===== src/verilog/chdr_dma_macros.svh =====
/*
  Build-time constants of the CHDR receive-to-host pad path.
  Include wherever a width or depth is needed; the guard keeps
  repeated includes harmless.
*/

`ifndef CHDR_DMA_MACROS_SVH
`define CHDR_DMA_MACROS_SVH

// Width of one CHDR line in bits
`define CHDR_W 64

// Elastic FIFO depth in lines, power of two only
`define CHDR_FIFO_DEPTH 8

// Width of each software statistics counter
`define CHDR_CNT_W 16

`endif


===== src/verilog/chdr_dma_pkg.sv =====
/*
  Shared types of the CHDR pad path: the stream beat, the event
  pulses from the padder and the padder FSM states.
  Modules import it inside their bodies.
*/

`default_nettype none
`include "chdr_dma_macros.svh"

package chdr_dma_pkg;

  // One stream line with its end-of-packet flag
  typedef struct packed {
    logic [`CHDR_W-1:0] data;
    logic               last;
  } chdr_beat_t;

  // Single-cycle pulses toward the statistics block
  typedef struct packed {
    logic pkt_done;
    logic padded;
    logic truncated;
  } pad_event_t;

  // Padder FSM
  typedef enum logic [1:0] {
    ST_HEADER = 2'd0,
    ST_BODY   = 2'd1,
    ST_PAD    = 2'd2,
    ST_DROP   = 2'd3
  } pad_state_e;

endpackage

`default_nettype wire


===== src/verilog/chdr_axis_fifo.sv =====
/*
  Small synchronous AXI-Stream FIFO in front of the padder.
  Absorbs input while the padder inserts pad lines or the DMA stalls.
  One cycle from write to visible output.
*/

`default_nettype none
`include "chdr_dma_macros.svh"

module chdr_axis_fifo (
  input  logic                     clk,
  input  logic                     rst_n,
  input  chdr_dma_pkg::chdr_beat_t s_beat,
  input  logic                     s_valid,
  output logic                     s_ready,
  output chdr_dma_pkg::chdr_beat_t m_beat,
  output logic                     m_valid,
  input  logic                     m_ready
);

  import chdr_dma_pkg::*;

  localparam int unsigned DEPTH = `CHDR_FIFO_DEPTH;
  localparam int unsigned AW    = $clog2(DEPTH);

  // Storage, payload only
  chdr_beat_t mem [DEPTH];

  // Pointers with one extra wrap bit
  logic [AW:0] wr_ptr;
  logic [AW:0] rd_ptr;

  logic full;
  logic empty;
  logic wr_en;
  logic rd_en;

  // Same index, different lap means full
  assign full  = (wr_ptr[AW] != rd_ptr[AW]) && (wr_ptr[AW-1:0] == rd_ptr[AW-1:0]);
  assign empty = (wr_ptr == rd_ptr);

  // A full FIFO still takes a beat when one leaves in the same cycle
  assign s_ready = !full || m_ready;
  assign m_valid = !empty;

  assign wr_en = s_valid && s_ready;
  assign rd_en = m_valid && m_ready;

  // Head of queue straight from the array
  assign m_beat = mem[rd_ptr[AW-1:0]];

  always_ff @(posedge clk) begin
    if (wr_en) begin
      mem[wr_ptr[AW-1:0]] <= s_beat;
    end
  end

  // Write pointer
  always_ff @(posedge clk or negedge rst_n) begin
    if (!rst_n) begin
      wr_ptr <= '0;
    end else if (wr_en) begin
      wr_ptr <= wr_ptr + 1'b1;
    end
  end

  // Read pointer
  always_ff @(posedge clk or negedge rst_n) begin
    if (!rst_n) begin
      rd_ptr <= '0;
    end else if (rd_en) begin
      rd_ptr <= rd_ptr + 1'b1;
    end
  end

endmodule

`default_nettype wire


===== src/verilog/chdr_pad_packet.sv =====
/*
  Forces every CHDR packet to exactly len lines for the DMA engine.
  Short packets get zero lines appended, long ones are cut and the
  tail dropped. A len of 1 or less holds both sides still.
  Registered event pulses feed the statistics block.
*/

`default_nettype none

module chdr_pad_packet (
  input  logic                     clk,
  input  logic                     rst_n,
  input  logic [15:0]              len,
  input  chdr_dma_pkg::chdr_beat_t s_beat,
  input  logic                     s_valid,
  output logic                     s_ready,
  output chdr_dma_pkg::chdr_beat_t m_beat,
  output logic                     m_valid,
  input  logic                     m_ready,
  output chdr_dma_pkg::pad_event_t event_o
);

  import chdr_dma_pkg::*;

  pad_state_e  state;
  logic [15:0] lines_left;

  logic len_ok;
  logic in_xfer;
  logic out_xfer;
  logic final_line;

  // Stall mode below two lines
  assign len_ok = (len > 16'd1);

  assign in_xfer    = s_valid && s_ready;
  assign out_xfer   = m_valid && m_ready;
  assign final_line = (lines_left == 16'd1);

  always_ff @(posedge clk or negedge rst_n) begin
    if (!rst_n) begin
      state      <= ST_HEADER;
      lines_left <= '0;
      event_o    <= '0;
    end else begin
      // Pulses last one cycle
      event_o <= '0;
      if (!len_ok) begin
        state <= ST_HEADER;
      end else begin
        case (state)
          ST_HEADER: begin
            // Header line counts as the first of len
            lines_left <= len - 16'd1;
            if (out_xfer) begin
              if (s_beat.last) begin
                // One-line packet, rest is padding
                state <= ST_PAD;
              end else begin
                state <= ST_BODY;
              end
            end
          end
          ST_BODY: begin
            if (out_xfer) begin
              lines_left <= lines_left - 16'd1;
              if (final_line) begin
                event_o.pkt_done <= 1'b1;
                if (s_beat.last) begin
                  // Exact fit
                  state <= ST_HEADER;
                end else begin
                  // Length reached, input goes on
                  event_o.truncated <= 1'b1;
                  state             <= ST_DROP;
                end
              end else if (s_beat.last) begin
                // Input ended early
                state <= ST_PAD;
              end
            end
          end
          ST_PAD: begin
            if (out_xfer) begin
              lines_left <= lines_left - 16'd1;
              if (final_line) begin
                event_o.pkt_done <= 1'b1;
                event_o.padded   <= 1'b1;
                state            <= ST_HEADER;
              end
            end
          end
          ST_DROP: begin
            // Discard until the input tail ends
            if (in_xfer && s_beat.last) begin
              state <= ST_HEADER;
            end
          end
          default: begin
            state <= ST_HEADER;
          end
        endcase
      end
    end
  end

  // Stream steering per state
  always_comb begin
    m_beat.data = s_beat.data;
    m_beat.last = 1'b0;
    s_ready     = 1'b0;
    m_valid     = 1'b0;
    case (state)
      ST_HEADER: begin
        if (len_ok) begin
          s_ready = m_ready;
          m_valid = s_valid;
        end
      end
      ST_BODY: begin
        s_ready     = m_ready;
        m_valid     = s_valid;
        m_beat.last = final_line;
      end
      ST_PAD: begin
        // Zero lines, input held off
        m_valid     = 1'b1;
        m_beat.data = '0;
        m_beat.last = final_line;
      end
      ST_DROP: begin
        s_ready = 1'b1;
      end
      default: begin
        s_ready = 1'b0;
      end
    endcase
  end

endmodule

`default_nettype wire


===== src/verilog/chdr_pad_stats.sv =====
/*
  Packet statistics for software: completed, padded and truncated
  packets, counted from the padder event pulses. Counters wrap.
*/

`default_nettype none
`include "chdr_dma_macros.svh"

module chdr_pad_stats (
  input  logic                     clk,
  input  logic                     rst_n,
  input  chdr_dma_pkg::pad_event_t event_i,
  output logic [`CHDR_CNT_W-1:0]   pkt_count,
  output logic [`CHDR_CNT_W-1:0]   pad_count,
  output logic [`CHDR_CNT_W-1:0]   trunc_count
);

  always_ff @(posedge clk or negedge rst_n) begin
    if (!rst_n) begin
      pkt_count   <= '0;
      pad_count   <= '0;
      trunc_count <= '0;
    end else begin
      // Every output packet of len lines
      if (event_i.pkt_done) begin
        pkt_count <= pkt_count + 1'b1;
      end
      // Packets that needed zero lines
      if (event_i.padded) begin
        pad_count <= pad_count + 1'b1;
      end
      // Input packets that lost their tail
      if (event_i.truncated) begin
        trunc_count <= trunc_count + 1'b1;
      end
    end
  end

endmodule

`default_nettype wire


===== src/verilog/chdr_dma_pad_top.sv =====
/*
  Receive-to-host pad path: elastic FIFO, then the padder, with
  statistics on the side. The output feeds the DMA engine.
*/

`default_nettype none
`include "chdr_dma_macros.svh"

module chdr_dma_pad_top (
  input  logic                     clk,
  input  logic                     rst_n,
  input  logic [15:0]              len,
  input  chdr_dma_pkg::chdr_beat_t s_beat,
  input  logic                     s_valid,
  output logic                     s_ready,
  output chdr_dma_pkg::chdr_beat_t m_beat,
  output logic                     m_valid,
  input  logic                     m_ready,
  output logic [`CHDR_CNT_W-1:0]   pkt_count,
  output logic [`CHDR_CNT_W-1:0]   pad_count,
  output logic [`CHDR_CNT_W-1:0]   trunc_count
);

  import chdr_dma_pkg::*;

  // FIFO to padder stream
  chdr_beat_t f_beat;
  logic       f_valid;
  logic       f_ready;

  pad_event_t pad_event;

  chdr_axis_fifo u_fifo (
    .clk     (clk),
    .rst_n   (rst_n),
    .s_beat  (s_beat),
    .s_valid (s_valid),
    .s_ready (s_ready),
    .m_beat  (f_beat),
    .m_valid (f_valid),
    .m_ready (f_ready)
  );

  chdr_pad_packet u_pad (
    .clk     (clk),
    .rst_n   (rst_n),
    .len     (len),
    .s_beat  (f_beat),
    .s_valid (f_valid),
    .s_ready (f_ready),
    .m_beat  (m_beat),
    .m_valid (m_valid),
    .m_ready (m_ready),
    .event_o (pad_event)
  );

  chdr_pad_stats u_stats (
    .clk         (clk),
    .rst_n       (rst_n),
    .event_i     (pad_event),
    .pkt_count   (pkt_count),
    .pad_count   (pad_count),
    .trunc_count (trunc_count)
  );

endmodule

`default_nettype wire


===== config.mk =====
export PLATFORM = sky130hd
export DESIGN_NAME = chdr_dma_pad_top
export DESIGN_NICKNAME = d
export VERILOG_FILES = /design/src/verilog/chdr_dma_pkg.sv /design/src/verilog/chdr_axis_fifo.sv /design/src/verilog/chdr_pad_packet.sv /design/src/verilog/chdr_pad_stats.sv /design/src/verilog/chdr_dma_pad_top.sv
export VERILOG_INCLUDE_DIRS = /design/src /design/src/verilog
export SDC_FILE = /design/constraint.sdc
export NUM_CORES = 1
export LEC_CHECK = 0
export BUFFER_PORTS_ARGS = -buffer_cell sky130_fd_sc_hd__buf_4
export CORE_UTILIZATION = 60
export DETAILED_ROUTE_END_ITERATION = 6
export PLACE_DENSITY = 0.81
export SLEW_MARGIN = 20
export SYNTH_ARGS = -nofsm -noshare
export SYNTH_HDL_FRONTEND = slang
export SYNTH_SLANG_ARGS = --single-unit
export TNS_END_PERCENT = 100

===== constraint.sdc =====
create_clock -name clk -period 8.85 [get_ports clk]
set_input_delay 0.885 -clock clk [delete_from_list [all_inputs] [get_ports clk]]
set_output_delay 0.885 -clock clk [all_outputs]
set_load 0.03 [all_outputs]

Yosys cells after proc, flatten, opt, wreduce, memory -nomap -nowiden
Memory sizes are Yosys's and may differ from the RTL's.
Cells that the tools add are included.
Word-level totals
  bits in registers: 77
  bits in writable memories: 520
  output and inout bits: 115
  word-level logic and storage cells: 78
  memories: 1
Memory list
  u_fifo.mem: words 8, bits a word 65, rd ports 1, clocked after Yosys merged registers in 0, write ports 1, RTL line chdr_axis_fifo.sv:27  | chdr_beat_t mem [DEPTH];
Operators by class
  add/sub/neg operators: 7
  $lt $le $gt $ge: 1
  equal/unequal tests: 14
  multiplexer cells: 32
  reductions and logical operators: 13
Operators with widths (count)
  $mux W64: 1
  $add A16 B1 Y16 const B: 3
  $pmux W16 S2: 1
  $sub A16 B1 Y16 const B: 2
  $mux W2: 12
  $eq A16 B1 Y1 const B: 1
  $gt A16 B1 Y1 const B: 1
  $mux W16: 1
  $ne A3 B3 Y1 const B: 5
  $mux W1: 12
  $add A4 B1 Y4 const B: 2
  $pmux W2 S4: 1
  $pmux W1 S3: 2
  $reduce_and A6 Y1: 1
  $logic_and A1 B1 Y1: 5
  $eq A2 B2 Y1 const B: 2
  $eq A4 B4 Y1: 1
  $ne A4 B3 Y1 const B: 1
  $eq A3 B3 Y1: 1
  $mux W3: 1
  $reduce_and A3 Y1: 1
  $eq A2 B1 Y1 const B: 1
  $logic_not A1 Y1: 2
  $logic_not A2 Y1: 1
  6 further kinds: 6

Longest topological paths before layout
Gate-level depths: netlist of run 1.
  depth after elaboration: 8
  depth in mapped cells: 10
  gate-level depth less buffers: 8

By module
From an unflattened synthesis of run 1, not the netlist that was laid out.
Unflattened totals
  cells, all modules: 1269
  area total of the unflattened synthesis: 24497.2 um2
By module, submodules not included
  chdr_axis_fifo: instances 1, cells each 807, area an instance 20090.5 um2
  chdr_pad_packet: instances 1, cells each 293, area an instance 2331.0 um2
  chdr_pad_stats: instances 1, cells each 169, area an instance 2075.7 um2

Worst setup path after synthesis of run 1
No wires, ideal clock.
  path kind: input to register
  start: input port len[0]
  end: memory u_fifo.mem[0][0] (netlist bit), enable pin
  data arrival time: 6.636 ns
  required time: 8.282 ns
  slack: 1.646 ns
  cell stages on the path: 8
  path buffers: 0
  cell sequence: inv_1 -> ha_1 -> or2_1 -> a21oi_1 -> nor3_1 -> a31oi_1 -> nand2b_1 -> nor3_1
On the way
  longest elaborated chain between the ends: 7
Ends and longest elaborated chain
  from (decl): RTL line chdr_dma_pad_top.sv:12  | input logic [15:0] len,
  $gt A16 B1 Y1: RTL line chdr_pad_packet.sv:34  | assign len_ok = (len > 16'd1);
  $mux W1: RTL line chdr_pad_packet.sv:115  | if (len_ok) begin
  $pmux W1 S3: RTL line chdr_pad_packet.sv:113  | case (state)
  $logic_or A1 B1 Y1: RTL line chdr_axis_fifo.sv:43  | assign s_ready = !full || m_ready;
  $logic_and A1 B1 Y1: RTL line chdr_axis_fifo.sv:46  | assign wr_en = s_valid && s_ready;
  $mux W1: RTL line chdr_axis_fifo.sv:53  | if (wr_en) begin
  $mux W1 (implied by the code): RTL line chdr_axis_fifo.sv:54  | mem[wr_ptr[AW-1:0]] <= s_beat;
  to (decl): RTL line chdr_axis_fifo.sv:27
Every way passes these cells.

==> out/results.ini, run 1 <==
[timing]
fin_tns_setup_ns = 0
max_slew_margin_pct = 23.2
hold_viol = 0
fmax_ghz = 0.224
skew_ns = 0.0201
tightest_slew_ns = 1.15
rsz0062_at_grt = no
fin_crit_ns = 4.47
final_max_slew_viol_count = 0
finalCritPeriodShare_pct = 50.5
setup_viol = 0

[final_layout]
final_cell_mix = 520 x edfxtp_1, 213 x buf_4, 130 x mux4_2
synthToLayoutAreaGrowth_pct = 16.3
final_common_cell = edfxtp_1
finalNetCount = 1584
drive_gt1_share_pct = 29.3
instances_no_fill = 2051
n_fill_cell = 2354

[clock_tree]
cts_tree = done
htree_levels = 2
clk_path_buf_depth = 3
clockRootBuffer = clkbuf_16
cts_setup_buffers = 0
clock_latency_ns = 0.60
holdBufCountCts = 0
cts_buffers = 57
cts_resized = 0
path_clk_slew_ns = 0.06
cts_sinks = 597

[worst_setup_path]
critical_path_class = reg -> out
path_common_cell = buf_4
critPathRequiredTime_ns = 7.97
worstSetupEndpointType = primary output
arrival_ns = 3.58
path_buf_inv = 2
crit_family = buffers and inverters
cp-start-kind = flop
rrSetupSlack_ns = 4.42
cpMaxStageDelayCell = dfrtp_4
crit_chain = buf_4 -> mux4_2 -> mux2i_1 -> nor2_1 -> buf_4
slowest_delay_ns = 0.92
critPathMaxFanout = 46

[synthesis]
yosys_warnings = 0
yosysTopAreaCellShare_pct = 65.3
synth_cells = 1267
ys_ff_latch = 597
synthArstFlopShare_pct = 12.9
synth_area_um2 = 23900
synth_area_per_cell_um2 = 18.9
syn_nets = 1367
synth_flop_cell = edfxtp_1
yosysTopAreaCell = edfxtp_1
ys_types = 59
yosysSeqAreaShare_pct = 73.4
synth.area.top_cells = edfxtp_1 65%, mux4_2 12%, dfrtp_1 8.1%, mux2i_1 2.8%, nor2_1 1.8%
synth-edff-count = 520

[route]
wl_per_cell_um = 23.4
drt_iter0_markers = 1026
dr_total_vias = 12500
first_pass_iters = 5
viasPerCell = 6.07
post-route-drc-count = 0
postRouteAntennaNets = 0
drt_wl_total_um = 47900

[floorplanning]
io_pins = 200
coreArea_um2 = 39000
die_y_um = 202
die_w_um = 202
die_area_um2 = 40700
start_util_pct = 61.3
num_rows = 72

[grt]
grt_pass1_vias = 12800
grt-ovfl-total = 0
antenna_found_initial = 6
grt_max_degree = 78
grt_usage_pct = 23.9
grt_pass1_wl_um = 73100

[worst_hold_path]
hp-class = in -> async

[job]
maxCapViolCount = 0

[power_and_ir_drop]
leakagePower_nw = 9.88
ir_worst_vdd_v = 0.000234
power_density_nw_per_um2 = 339
power.total_mw = 9.43

[place]
dp_hpwl_um = 26000
numPlacedInstances = 1942
port_buffers = 199
place_congestion = 0.908

[run_status]
status = finished clean

per-layer routing:
layer / vias to the layer above / GRT usage [%] / share of wire (%) / wire length [µm]
li1: 5461 / - / - / -
met1: 6412 / 32.4 / 41 / 19400
met2: 482 / 39.2 / 50 / 23900
met3: 92 / 4.73 / 6.8 / 3250
met4: 6 / 8.25 / 2.6 / 1270
met5: - / 0 / 0.071 / 34
kinds of logic (layout without fill, tap and decap cells):
family,after synthesis,in the layout,share of synthesized area [%]
compound gates,52,52,1.55
flops,597,597,73.4
mux,204,204,15.4
xor+xnor,69,69,2.53
simple gates,260,260,5.25
buf+inv,70,333,1.15
other cells,0,3,0
fa+ha+maj,15,15,0.785
stage by stage:
| stage | setup WS [ns] | utilization (%) | instance area (µm²) | hold slack [ns] |
|---|---|---|---|---|
| after detailed placement | 4.11 | 66.7 | 26000 | 0.464 |
| after global placement | 4.21 | 66.7 | 26000 | 0.463 |
| final | 4.38 | 71.3 | 27800 | 0.439 |
| after CTS | 4.22 | 71.2 | 27800 | 0.474 |
| after floorplan | 1.65 | - | 23900 | 0.490 |
| after global routing | 4.10 | 71.3 | 27800 | 0.491 |
registers in the layout, summed over array words and instances (netlist names):
signal               flops
u_stats.pad_count       16
u_fifo.wr_ptr            4
u_fifo.rd_ptr            4
u_stats.pkt_count       16
u_pad.state              2
u_pad.lines_left        16
u_stats.trunc_count     16
u_pad.event_o            3
u_fifo.mem             520
power by group:
group	switching [mW]	internal, mW
clock network	0.994	1.30
registers	0.311	3.53
logic	1.92	1.38
total	3.22	6.21
final timing paths:
path,from,endpoint,cells past startpoint
worst min register to register,u_stats.pad_count[15]$_DFFE_PN0P_,u_stats.pad_count[15]$_DFFE_PN0P_,1
min in group clk,u_stats.pad_count[15]$_DFFE_PN0P_,u_stats.pad_count[15]$_DFFE_PN0P_,1
worst max register to register,u_fifo.rd_ptr[1]$_DFFE_PN0N_,u_fifo.mem[4][32]$_DFFE_PP_,6
worst max-delay path,u_fifo.rd_ptr[0]$_DFFE_PN0N_,m_beat[34],5
worst min-delay path,rst_n,u_stats.trunc_count[13]$_DFFE_PN0P_,1
max in group asynchronous,rst_n,u_fifo.rd_ptr[1]$_DFFE_PN0N_,1
synthesized netlist by cell type, types with 16 or more instances:
cell,number
clkbuf_1,33
dfrtp_1,77
edfxtp_1,520
mux2i_1,67
mux4_2,130
nand2_1,44
nand4_1,21
nor2_1,115
nor3_1,16
xnor2_1,46
xor2_1,23
layout make-up:
cell class	instances	area (µm²)	share of cell area, %
inverters	14	53.8	0.193
clock buffers	73	1530	5.49
well taps	518	648	2.33
clock inverters	32	239	0.859
repair buffers	214	1630	5.85
diodes	3	7.51	0.0270
multi-input cells	600	6160	22.1
flip-flops and latches	597	17600	63.1
Power figures use the tool's default switching activity.
==> run 2, diff against run 1 <==
--- a/config.mk
+++ b/config.mk
@@ -7,9 +7,9 @@
 export NUM_CORES = 1
 export LEC_CHECK = 0
 export BUFFER_PORTS_ARGS = -buffer_cell sky130_fd_sc_hd__buf_4
-export CORE_UTILIZATION = 60
+export CORE_UTILIZATION = 54
 export DETAILED_ROUTE_END_ITERATION = 6
-export PLACE_DENSITY = 0.81
+export PLACE_DENSITY = 0.77
 export SLEW_MARGIN = 20
 export SYNTH_ARGS = -nofsm -noshare
 export SYNTH_HDL_FRONTEND = slang
==> constraint.sdc (replaced) <==
create_clock -name clk -period 3.6 [get_ports clk]
set_input_delay 0.36 -clock clk [delete_from_list [all_inputs] [get_ports clk]]
set_output_delay 0.36 -clock clk [all_outputs]
set_load 0.03 [all_outputs]
==> run 2 against run 1 <==
Net effect:
- register-to-register slack worse by 4.0 ns
- clock skew grew 0.0069 ns
- final cell count increased by 7.2%
- critical path type unchanged
- non-clock buffer count is 78 higher
- sequential power is 140% higher
==> out/results.ini, run 2 (synthesis gave the netlist of run 1 again) <==
[power_and_ir_drop]
power_density_nw_per_um2 = 831  ; +150%
leakagePower_nw = 10.4  ; +4.8%
ir_worst_vdd_v = 0.000858  ; +270%
power.total_mw = 24.1  ; +160%

[worst_setup_path]
timing.rr.start = u_pad.state[0]$_DFFE_PN0P_
arrival_ns = 2.94  ; -0.64 ns
rr_endpoint = u_fifo.mem[0][56]$_DFFE_PP_
critical_path_class = reg -> out
ff2ff_path_depth = 9  ; +3
cp-start-kind = flop
critPathRequiredTime_ns = 3.24  ; -4.73 ns
critPathMaxFanout = 31  ; -33%
rrSetupSlack_ns = 0.45  ; -3.97 ns
worstSetupEndpointType = primary output

[clock_tree]
cts_sinks = 597  ; unchanged
cts_tree = done
cts_setup_buffers = 0  ; unchanged
path_clk_slew_ns = 0.06  ; about the same
clockRootBuffer = clkbuf_16
clock_latency_ns = 0.62  ; +0.02 ns
cts_buffers = 57  ; unchanged
clk_path_buf_depth = 3  ; unchanged
htree_levels = 2  ; unchanged

[route]
first_pass_iters = 5  ; unchanged
post-route-drc-count = 0  ; unchanged
drt_iter0_markers = 1321  ; +29%
dr_total_vias = 12800  ; +2.6%
drt_wl_total_um = 51500  ; +7.6%
viasPerCell = 5.81  ; -4.3%
postRouteAntennaNets = 0  ; unchanged
wl_per_cell_um = 23.4  ; +0.31%

[worst_hold_path]
worstHoldPathCells = 3
hp-start = len[11]
holdPathEnd = u_pad.lines_left[11]$_DFFE_PN0P_
hp-class = in -> reg

[floorplanning]
num_rows = 76  ; +5.6%
die_y_um = 212  ; +5.4%
coreArea_um2 = 43400  ; +11%
die_area_um2 = 45100  ; +11%
die_w_um = 212  ; +5.4%
io_pins = 200  ; unchanged
start_util_pct = 55.1  ; -6.2 points

[timing]
max_slew_margin_pct = 38.5  ; +15 points
fmax_ghz = 0.303
setup_ws_ns = 0.301  ; -4.08 ns
final_max_slew_viol_count = 0  ; unchanged
tightest_slew_ns = 0.922  ; -0.227 ns
fin_tns_setup_ns = 0  ; unchanged
setup_viol = 0  ; unchanged
skew_ns = 0.0270  ; +0.00685 ns
fin_crit_ns = 3.30
rsz0062_at_grt = no
hold_viol = 0  ; unchanged
finalCritPeriodShare_pct = 91.6

[grt]
grt_max_degree = 81  ; +3.8%
grt-ovfl-total = 0  ; unchanged
antenna_found_initial = 5  ; -1
grt_pass1_wl_um = 77400  ; +5.9%
grt_pass1_vias = 13000  ; +0.83%
grt_usage_pct = 23.3  ; -0.61 points

[place]
dp_worst_setup_slack_ns = 0.468  ; -3.64 ns
place_congestion = 0.870  ; -4.2%
dp_hpwl_um = 29000  ; +12%
port_buffers = 199  ; unchanged

[final_layout]
drive_gt1_share_pct = 30.0  ; +0.72 points
largest_register_ffs = 520  ; unchanged
final_util_pct = 67.0  ; -4.3 points
regArea_um2 = 17600  ; unchanged
final_common_cell = edfxtp_1
synthToLayoutAreaGrowth_pct = 21.5
multi_input_area_um2 = 6200  ; +0.65%
finalNetCount = 1662  ; +4.9%
n_fill_cell = 2812  ; +19%
final_cell_mix = 520 x edfxtp_1, 215 x buf_4, 130 x mux4_2

[job]
maxCapViolCount = 0  ; unchanged

[run_status]
status = finished clean

==> run 2: power by group <==
| part | leakage [nW] | internal, mW | switching (mW) |
|---|---|---|---|
| clock | 0.965 | 3.72 | 2.60 |
| combinational | 3.65 | 3.55 | 5.07 |
| sequential | 5.74 | 8.66 | 0.535 |
| total | 10.4 | 15.9 | 8.20 |
==> run 2: how the worst max path moves through the flow <==
stage | slack, ns | start | end | cells past startpoint
5_1_grt | 0.09 | u_fifo.rd_ptr[0]$_DFFE_PN0N_ | m_beat[37] | 5
2_1_floorplan | -0.18 | u_pad.state[0]$_DFFE_PN0P_ | u_fifo.mem[2][0]$_DFFE_PP_ | 8
3_3_place_gp | 0.51 | len[0] | u_fifo.mem[0][46]$_DFFE_PP_ | 10
4_1_cts | 0.23 | u_fifo.rd_ptr[0]$_DFFE_PN0N_ | m_beat[18] | 5
3_5_place_dp | 0.47 | len[0] | u_fifo.mem[0][49]$_DFFE_PP_ | 10
6_report | 0.30 | u_fifo.rd_ptr[0]$_DFFE_PN0N_ | m_beat[4] | 5
==> run 2: layout make-up <==
cell class / instances / area share [%]
clock buffers: 73 / 5.49
repair buffers: 292 / 8.56
clock inverters: 34 / 1.44
flip-flops and latches: 597 / 60.4
diodes: 4 / 0.0345
multi-input cells: 600 / 21.3
well taps: 585 / 2.52
inverters: 14 / 0.181
==> run 2: critical path, cell delays in order, from the launching register on <==
cell	delay, ns
dfrtp_4	0.60
buf_4	0.57
mux4_2	0.58
mux2i_1	0.22
nor2_1	0.13
buf_4	0.23
==> run 2: timing repair <==
action,in CTS,in global routing
endpoints found under the hold margin,597,0
hold buffers,66,0
resized for setup,0,0
==> run 2: metal layers <==
layer  up-vias  routed length, µm  global-route usage (%)
met4         2               1180                    6.72
met3        78               3500                    4.82
met2       499              26100                    38.8
met1      6569              20700                    31.2
li1       5634                  -                       -
met5         -                 10                       0
==> run 2: per-stage QoR <==
| step | cell area [µm²] | hold slack [ns] | instances |
|---|---|---|---|
| finish | 29000 | 0.133 | 2199 |
| global route | 29000 | 0.121 | 2197 |
| detailed placement | 26400 | 0.469 | 2022 |
| floorplan | 24000 | 0.0644 | 1267 |
| global placement | 26400 | 0.464 | 2022 |
| CTS | 29000 | 0.0996 | 2195 |
